$ cat config.mk
export PLATFORM = sky130hd
export DESIGN_NAME = mshr_file
export DESIGN_NICKNAME = d
export VERILOG_FILES = /design/src/dcache_pkg.sv /design/src/miss_queue.sv /design/src/mshr_file.sv
export SDC_FILE = /design/constraint.sdc
export NUM_CORES = 2
export LEC_CHECK = 0
export BUFFER_PORTS_ARGS = -buffer_cell sky130_fd_sc_hd__buf_2
export CORE_MARGIN = 2
export CORE_UTILIZATION = 63
export CTS_CLUSTER_SIZE = 14
export DETAILED_ROUTE_END_ITERATION = 6
export PLACE_DENSITY = 0.86
export SETUP_SLACK_MARGIN = 0.1
export SYNTH_ARGS = -nofsm -noshare
export SYNTH_HDL_FRONTEND = slang
export SYNTH_HIERARCHICAL = 1
export SYNTH_SLANG_ARGS = --single-unit
$ cat constraint.sdc
create_clock -name clock -period 7.4 [get_ports clock]
set_clock_uncertainty 0.1 [all_clocks]
set_input_delay 0.37 -clock clock [delete_from_list [all_inputs] [get_ports clock]]
set_output_delay 0.37 -clock clock [all_outputs]
set_load 0.005 [all_outputs]
$ cat src/dcache_pkg.sv
package dcache_pkg;

    // address and data widths
    typedef logic [31:0] addr_t;
    typedef logic [31:0] data_t;
    typedef logic [63:0] block_t;
    typedef logic [2:0]  offset_t;
    typedef logic [28:0] line_addr_t;

    // memory transaction tag, zero means no tag
    typedef logic [3:0] mem_tag_t;
    typedef logic [2:0] lq_idx_t;

    typedef enum logic [1:0] {
        mem_none,
        mem_load,
        mem_store
    } mem_command_e;

    typedef enum logic [1:0] {
        size_byte,
        size_half,
        size_word
    } mem_size_e;

    typedef enum logic {
        kind_load,
        kind_store
    } req_kind_e;

    typedef enum logic [1:0] {
        mshr_invalid,
        mshr_pending,
        mshr_wait_data
    } mshr_state_e;

    typedef struct packed {
        logic    valid;
        addr_t   addr;
        lq_idx_t lq_idx;
    } load_req_t;

    typedef struct packed {
        logic      valid;
        addr_t     addr;
        mem_size_e size;
        data_t     data;
    } store_req_t;

    // one waiting access in a miss queue
    typedef struct packed {
        req_kind_e kind;
        mem_size_e size;
        data_t     data;
        offset_t   offset;
        lq_idx_t   lq_idx;
    } queue_pkt_t;

    typedef struct packed {
        mem_command_e command;
        addr_t        addr;
        block_t       data;
    } mem_req_t;

    typedef struct packed {
        logic    valid;
        lq_idx_t lq_idx;
        data_t   data;
    } load_done_t;

endpackage

$ cat src/miss_queue.sv
`timescale 1ns/1ps

module miss_queue import dcache_pkg::*; #(
    parameter int queue_depth = 4
) (
    input  logic                         clock,
    input  logic                         reset,
    input  queue_pkt_t [1:0]             push_pkts,
    input  logic [1:0]                   push_valid,
    input  logic                         drain,
    output logic [1:0]                   push_accept,
    output queue_pkt_t [queue_depth-1:0] drain_pkts,
    output logic [queue_depth-1:0]       drain_valid
);

    localparam int ptr_w = (queue_depth > 1) ? $clog2(queue_depth) : 1;
    localparam int cnt_w = $clog2(queue_depth + 1);

    queue_pkt_t [queue_depth-1:0] slots, next_slots;
    logic [ptr_w-1:0]             head, next_head;
    logic [ptr_w-1:0]             tail, next_tail;
    logic [cnt_w-1:0]             count, next_count;

    function automatic logic [ptr_w-1:0] wrap_inc(input logic [ptr_w-1:0] ptr);
        return (ptr == ptr_w'(queue_depth - 1)) ? '0 : ptr + 1'b1;
    endfunction

    always_comb begin
        logic [ptr_w-1:0] rd_ptr;

        next_slots  = slots;
        next_head   = head;
        next_tail   = tail;
        next_count  = count;
        push_accept = '0;

        // oldest packet first
        rd_ptr = head;
        for (int i = 0; i < queue_depth; i++) begin
            drain_pkts[i]  = slots[rd_ptr];
            drain_valid[i] = drain && (i < int'(count));
            rd_ptr         = wrap_inc(rd_ptr);
        end

        if (drain) begin
            // everything leaves at once, pushes dropped
            next_head  = tail;
            next_count = '0;
        end else begin
            // load slot goes in ahead of the store slot
            for (int s = 0; s < 2; s++) begin
                if (push_valid[s] && next_count < cnt_w'(queue_depth)) begin
                    next_slots[next_tail] = push_pkts[s];
                    next_tail             = wrap_inc(next_tail);
                    next_count            = next_count + 1'b1;
                    push_accept[s]        = 1'b1;
                end
            end
        end
    end

    always_ff @(posedge clock) begin
        if (reset) begin
            head  <= '0;
            tail  <= '0;
            count <= '0;
        end else begin
            head  <= next_head;
            tail  <= next_tail;
            count <= next_count;
        end
    end

    always_ff @(posedge clock) begin
        slots <= next_slots;
    end

endmodule

$ cat src/mshr_file.sv
`timescale 1ns/1ps

module mshr_file import dcache_pkg::*; #(
    parameter int mshr_entries = 4,
    parameter int queue_depth  = 4
) (
    input  logic                         clock,
    input  logic                         reset,
    input  load_req_t                    load_req,
    input  logic                         load_miss,
    input  store_req_t                   store_req,
    input  logic                         store_miss,
    input  logic                         evict,
    input  mem_tag_t                     mem_grant_tag,
    input  mem_tag_t                     mem_data_tag,
    output logic                         load_miss_accept,
    output logic                         store_miss_accept,
    output mem_req_t                     fetch,
    output logic                         fill_valid,
    output line_addr_t                   fill_line,
    output queue_pkt_t [queue_depth-1:0] drain_pkts,
    output logic [queue_depth-1:0]       drain_valid
);

    typedef struct packed {
        mshr_state_e state;
        line_addr_t  line;
        mem_tag_t    tag;
    } mshr_entry_t;

    mshr_entry_t [mshr_entries-1:0] entries, next_entries;

    queue_pkt_t [mshr_entries-1:0][1:0]             push_pkts;
    logic [mshr_entries-1:0][1:0]                   push_valid;
    logic [mshr_entries-1:0][1:0]                   push_accept;
    logic [mshr_entries-1:0]                        drain;
    queue_pkt_t [mshr_entries-1:0][queue_depth-1:0] queue_pkts;
    logic [mshr_entries-1:0][queue_depth-1:0]       queue_valid;

    // port 0 is the load port, port 1 the store port
    logic [1:0]       miss;
    line_addr_t [1:0] req_line;
    queue_pkt_t [1:0] req_pkt;
    logic [1:0]       miss_accept;

    assign miss        = {store_miss, load_miss};
    assign req_line[0] = load_req.addr[31:3];
    assign req_line[1] = store_req.addr[31:3];
    assign req_pkt[0]  = '{kind: kind_load, size: size_word, data: '0,
                           offset: load_req.addr[2:0], lq_idx: load_req.lq_idx};
    assign req_pkt[1]  = '{kind: kind_store, size: store_req.size, data: store_req.data,
                           offset: store_req.addr[2:0], lq_idx: '0};

    assign load_miss_accept  = miss_accept[0];
    assign store_miss_accept = miss_accept[1];

    for (genvar j = 0; j < mshr_entries; j++) begin : g_queue
        miss_queue #(
            .queue_depth(queue_depth)
        ) u_queue (
            .clock      (clock),
            .reset      (reset),
            .push_pkts  (push_pkts[j]),
            .push_valid (push_valid[j]),
            .drain      (drain[j]),
            .push_accept(push_accept[j]),
            .drain_pkts (queue_pkts[j]),
            .drain_valid(queue_valid[j])
        );
    end

    // data return for an entry waiting on this tag
    always_comb begin
        drain       = '0;
        fill_valid  = 1'b0;
        fill_line   = '0;
        drain_pkts  = '0;
        drain_valid = '0;
        for (int j = 0; j < mshr_entries; j++) begin
            if (entries[j].state == mshr_wait_data && entries[j].tag == mem_data_tag) begin
                drain[j]    = 1'b1;
                fill_valid  = 1'b1;
                fill_line   = entries[j].line;
                drain_pkts  = queue_pkts[j];
                drain_valid = queue_valid[j];
            end
        end
    end

    always_comb begin
        logic matched;
        logic found;

        next_entries = entries;
        push_pkts    = '0;
        push_valid   = '0;
        miss_accept  = '0;
        fetch        = '{command: mem_none, addr: '0, data: '0};

        // join the entry for the line, else take the lowest free one
        for (int p = 0; p < 2; p++) begin
            matched = 1'b0;
            for (int j = 0; j < mshr_entries; j++) begin
                if (miss[p] && next_entries[j].state != mshr_invalid
                        && next_entries[j].line == req_line[p]) begin
                    matched          = 1'b1;
                    push_pkts[j][p]  = req_pkt[p];
                    push_valid[j][p] = 1'b1;
                    miss_accept[p]   = push_accept[j][p];
                end
            end
            for (int j = 0; j < mshr_entries; j++) begin
                if (miss[p] && !matched && next_entries[j].state == mshr_invalid) begin
                    matched               = 1'b1;
                    next_entries[j].state = mshr_pending;
                    next_entries[j].line  = req_line[p];
                    push_pkts[j][p]       = req_pkt[p];
                    push_valid[j][p]      = 1'b1;
                    miss_accept[p]        = push_accept[j][p];
                end
            end
        end

        // lowest pending entry asks for its line, held off by a write-back
        found = 1'b0;
        for (int j = 0; j < mshr_entries; j++) begin
            if (!evict && !found && entries[j].state == mshr_pending) begin
                found = 1'b1;
                fetch = '{command: mem_load, addr: {entries[j].line, 3'b000}, data: '0};
                if (mem_grant_tag != '0) begin
                    next_entries[j].state = mshr_wait_data;
                    next_entries[j].tag   = mem_grant_tag;
                end
            end
        end

        for (int j = 0; j < mshr_entries; j++) begin
            if (drain[j]) begin
                next_entries[j].state = mshr_invalid;
            end
        end
    end

    always_ff @(posedge clock) begin
        if (reset) begin
            entries <= '0;
        end else begin
            entries <= next_entries;
        end
    end

endmodule

### After elaboration in Yosys (flattened, before gate mapping)

Index checks and enable logic that the tools add are counted.

* logic and storage cells: 566
* bits of input ports: 116
* output and inout port bits: 298
* register bits after elaboration: 824

* reductions and logical operators: 112
* add/subtract/negate cells: 28
* equality and inequality tests: 40
* order comparisons: 56
* muxes and demuxes: 226

Operator list (count)
* 164-bit 2-to-1 mux: 16
* 41-bit 2-to-1 mux: 36
* 41-bit binary-select mux with 2-bit select: 16
* 164-bit bitwise mux: 8
* 41-bit demux with 2-bit select: 8
* 98-bit 2-to-1 mux: 3
* 31-bit 2-to-1 mux: 8
* 29-bit equality test: 8
* 40-bit 2-to-1 mux: 4
* 29-bit 2-to-1 mux: 4
* 97-bit 2-to-1 mux: 1
* 2-bit 2-to-1 mux: 44
* 1-bit logical AND: 75
* 2-bit by 3-bit < comparator with 1-bit output, second input constant: 24
* 1-bit 2-to-1 mux: 62
* 2-bit equality test, second input constant: 24
* 2-bit by 1-bit adder with 2-bit output, second input constant: 20
* 3-bit 2-to-1 mux: 12
* 3-bit by 1-bit adder with 3-bit output, second input constant: 8
* 1-bit by 3-bit < comparator with 1-bit output, first input constant: 8
* 2-bit by 3-bit < comparator with 1-bit output, first input constant: 8
* 3-bit < comparator, second input constant: 8
* 4-bit equality test: 4
* 2-bit by 1-bit >= comparator with 1-bit output, second input constant: 8
* 8 further kinds: 45

### Logic depth before layout (Yosys ltp)

* depth after elaboration: 51
* mapped depth: 25
* depth with buffers taken out: 20

### By module

Netlist, hierarchy kept.

By module, submodules not included
* miss_queue at g_queue[1].u_queue ...: sequential area each 5064.9 µm², cells an instance 1072, area each 13479.2 µm², instances 3
* mshr_file: sequential area each 2802.7 µm², cells an instance 2902, area each 18574.1 µm², instances 1
* miss_queue at g_queue[0].u_queue: sequential area each 5064.9 µm², cells an instance 1071, area each 13548.0 µm², instances 1

### Worst setup path after synthesis

OpenSTA, ideal clock, no wires.

* path kind: input to output
* from: in mem_data_tag[0]
* to: out drain_valid[2]
* cell stages on the path: 13
* data arrival time: 5608 ps
* slack: 1322 ps
* path buffers: 5
* required time: 6930 ps
* cell sequence: clkbuf_1 o22ai_1 nor2_1 and3_1 clkbuf_1 clkbuf_1 clkbuf_1 clkbuf_1 inv_1 nor2_1 o21a_1 a21oi_1 o21ai_0

RTL lines
* from (decl): RTL line mshr_file.sv:15 `input mem_tag_t mem_data_tag,`
* to (decl): RTL line mshr_file.sv:22 `output logic [queue_depth-1:0] drain_valid`

==> flow_summary_export.csv <==
group,metric,value,unit
worst_setup_path,worstReg2RegStart,"entries[85]",
synthesis,netlist_instances,7189,
layout,n_fill_cell,7791,
worst_setup_path,endpoint_kind,"output pin",
power_and_ir_drop,powerDensity,266.6,mW/mm^2
cts,clock_latency,730,ps
power_and_ir_drop,ir_drop,0.2391,mV
flow_run,drv_cap,1,
route,drtPass1Iterations,7,
global_route,grt_pass1_vias,63400,
global_route,grt.total_usage,45.50,%
worst_setup_path,ff2ff_path_depth,16,
timing,slew_viol_final,2,
worst_setup_path,arrival,6610,ps
synthesis,ys_warn_count,6,
worst_setup_path,cp_slowest_stage_delay,690,ps
synthesis,syn_avg_cell_area,10.09,sq um
timing,tns,0,ps
synthesis,synth_compound_area_share,11.89,%
worst_hold_path,hold_path_depth,3,
route,routed_via_density,7.093,
synthesis,synthAdderAreaFrac,0.6898,%
global_route,grt_overflow,0,
timing,setup_viol_count_final,0,
worst_setup_path,required,6930,ps
worst_setup_path,startpoint_type,"flip-flop",
synthesis,synth_edf_count,656,
power_and_ir_drop,power.total,0.02142,W
power_and_ir_drop,power.leakage,32.31,nW
floorplan,die-area,0.1179,sq mm
synthesis,muxShareOfSynthArea,36.49,%
worst_setup_path,r2r-end,"g_queue[2].u_queue/slots[9]",
worst_hold_path,worstHoldEndpoint,"entries[45]",
synthesis,synth_xor_area_share,2.462,%
global_route,grt_pass1_wl,401700,um
synthesis,synth_area_leaders,"edfxtp_1, mux2_2, mux4_2",
synthesis,synth_top_family_by_area,"multiplexers",
cts,cts_tree,"yes",
worst_setup_path,cp_slowest_cell,"or4b_2",
route,drtIter0Drc,10160,
placement,io_buffers,343,
run_status,violations,"DRC, capacitance limit, slew limit",
floorplan,io_pins,414,
layout,fin_nets,7914,
layout,multi_input_area,0.04826,sq mm
synthesis,yosysTopAreaCellShare,27.15,%
placement,post-place-ws,468.0,ps
route,wl,278100,um
timing,setup_ws,319.4,ps
route,routedWlPerCell,29.72,um
placement,gp_congestion,1.043,
timing,fin_crit,7081,ps
synthesis,yosysUniqueCellTypes,91,
floorplan,start_util,63.46,%
route,ant_nets,0,
cts,clk_path_buf_depth,3,
cts,cts_inserted_buffers,98,
timing,hold_viol,0,
timing,period_share,95.68,%
layout,seq_area,0.02308,sq mm
synthesis,ys_seq_area_share,31.78,%
layout,final_cell_mix,"mux2_2, nand2_1, conb_1",
worst_setup_path,reg2reg_slack,940,ps
floorplan,coreArea,0.1143,sq mm
placement,hpwl,180100,um
run_status,status,"complete, but fails checks",
worst_setup_path,path_cells,"xnor2_1 -> nand4_1 -> or4_1 -> o21ai_1 -> or4_4 -> nor2_2 -> or4b_2 -> o31a_1 -> nand4b_1 -> nand3_2 -> and2_2 -> inv_1 -> and2b_1 -> nand2_1 -> nor2_1 -> a22o_1 -> nand4_1 -> o2111ai_1 -> nand3_1 -> o211ai_2 -> buf_2",
synthesis,synthFlopType,"edfxtp_1",
synthesis,ys_async_sr_fraction,0,%
floorplan,rows,124,
cts,htreeDepth,3,
timing,max-slew-margin-rel,-9.696,%
timing,fmax,141.2,MHz
floorplan,die_h,343.4,um
cts,numClockSinks,824,
global_route,antenna_found_initial,27,
worst_setup_path,crit_type,"reg2out",
synthesis,ys_ff_latch,824,
worst_hold_path,hold_start,"store_req[43]",
route,vias,66380,
layout,area_delta_synth_final,10.71,%
floorplan,die_w,343.4,um
route,drc,63,
cts,path_clk_slew,60,ps
timing,rsz0062_at_grt,"false",
synthesis,yosysTopAreaCell,"edfxtp_1",
worst_hold_path,hold_class,"in2reg",
cts,cts-root-buf,"clkbuf_16",
global_route,grt_max_degree,249,
timing,tightest_slew,1639,ps
worst_setup_path,cp_common_cell,"nand4_1",
synthesis,synth_area,0.07256,sq mm
worst_setup_path,crit_path_max_fanout,11,
synthesis,synth_simple_gate_area_share,11.17,%
layout,final_common_cell,"mux2_2",
layout,drive_gt1_share,28.21,%
-- cell families after synthesis --
logic type                 after synthesis
adders and majority gates               40
buffers and inverters                  807
and+or+nand+nor                       1787
DFF                                    824
other                                    1
xor gates and xnor gates               204
muxes                                 2079
AOI/OAI and AO/OA                     1447
-- Yosys cell counts, drive strengths merged (17+ instances only) --
cell    instances
nor3           39
nor2b         200
nand3          17
nor4           44
o21ai         553
mux2i         593
buf           377
nor2          629
a211oi        125
xnor2         115
a22oi         216
edfxtp        656
and2           20
xor2           89
mux2         1162
inv            92
nand4          43
dfxtp         168
mux4          324
nand2         702
a222oi         37
o22ai          27
nand2b         17
clkbuf        337
a21oi         411
ha             40
-- flip-flops by register name (all words and copies together), names as in the netlist --
| register | count |
|---|---|
| g_queue.u_queue/slots | 656 |
| entries | 140 |
| g_queue.u_queue/tail | 8 |
| g_queue.u_queue/head | 8 |
| g_queue.u_queue/count | 12 |
-- through the flow --
stage               hold slack [ps]  utilization [%]  cells  area, sq um
floorplan                     339.1                -   7848        75030
global placement              380.5            67.02   9137        76640
detailed placement            387.5            67.02   9137        76640
CTS                           3.100            70.14   9335        80210
global route                  29.73            70.24   9353        80320
finish                        33.80            70.26   9358        80330
-- worst max path at each step --
stage / from / to / slack, ps
after global routing: entries[85] / store_miss_accept / 140
after CTS: entries[85] / store_miss_accept / 150
after floorplan: mem_data_tag[0] / drain_valid[2] / 1320
after detailed placement: load_req[21] / g_queue[2].u_queue/slots[126] / 470
final: entries[85] / store_miss_accept / 320
after global placement: load_req[11] / g_queue[2].u_queue/slots[123] / 590
-- worst max-delay path: cells and delay by family (launching register included) --
| kind | cells | cell delay [ps] |
|---|---|---|
| buffers and inverters | 2 | 280 |
| AND/OR/NAND/NOR | 13 | 3730 |
| flip-flops | 1 | 540 |
| AO/OA/AOI/OAI | 5 | 1120 |
| XOR/XNOR | 1 | 200 |
-- repair_timing --
action	4_1_cts	5_1_grt
setup buffers	0	10
hold buffers	23	0
endpoints found under the hold margin	62	0
gates resized for setup	1	5
endpoints found under the setup margin	1	1
pin swaps	0	3
-- power breakdown --
part	switching [W]	total [W]	internal, W
registers	0.00192	0.00894	0.00702
clock network	0.00216	0.00521	0.00305
logic	0.00331	0.00727	0.00396
total	0.00739	0.0214	0.0140
-- layer usage --
metal  wire length [um]  vias up  track usage [%]
met2             119600     5843            67.86
met3              37820     1661            12.95
li1                   -    27310                -
met5                166        -                0
met4              30900       24            41.11
met1              89690    31540            53.44
-- cell type report --
| type | instances | share of cell area (%) |
|---|---|---|
| Multi-Input combinational cell | 6217 | 60.07 |
| Sequential cell | 824 | 28.73 |
| Timing Repair Buffer | 524 | 4.199 |
| Clock buffer | 113 | 3.227 |
| Tap cell | 1512 | 2.355 |
| Clock inverter | 62 | 0.9174 |
| Inverter | 93 | 0.4595 |
| Antenna cell | 13 | 0.04050 |
Power figures use the tool's default switching activity.
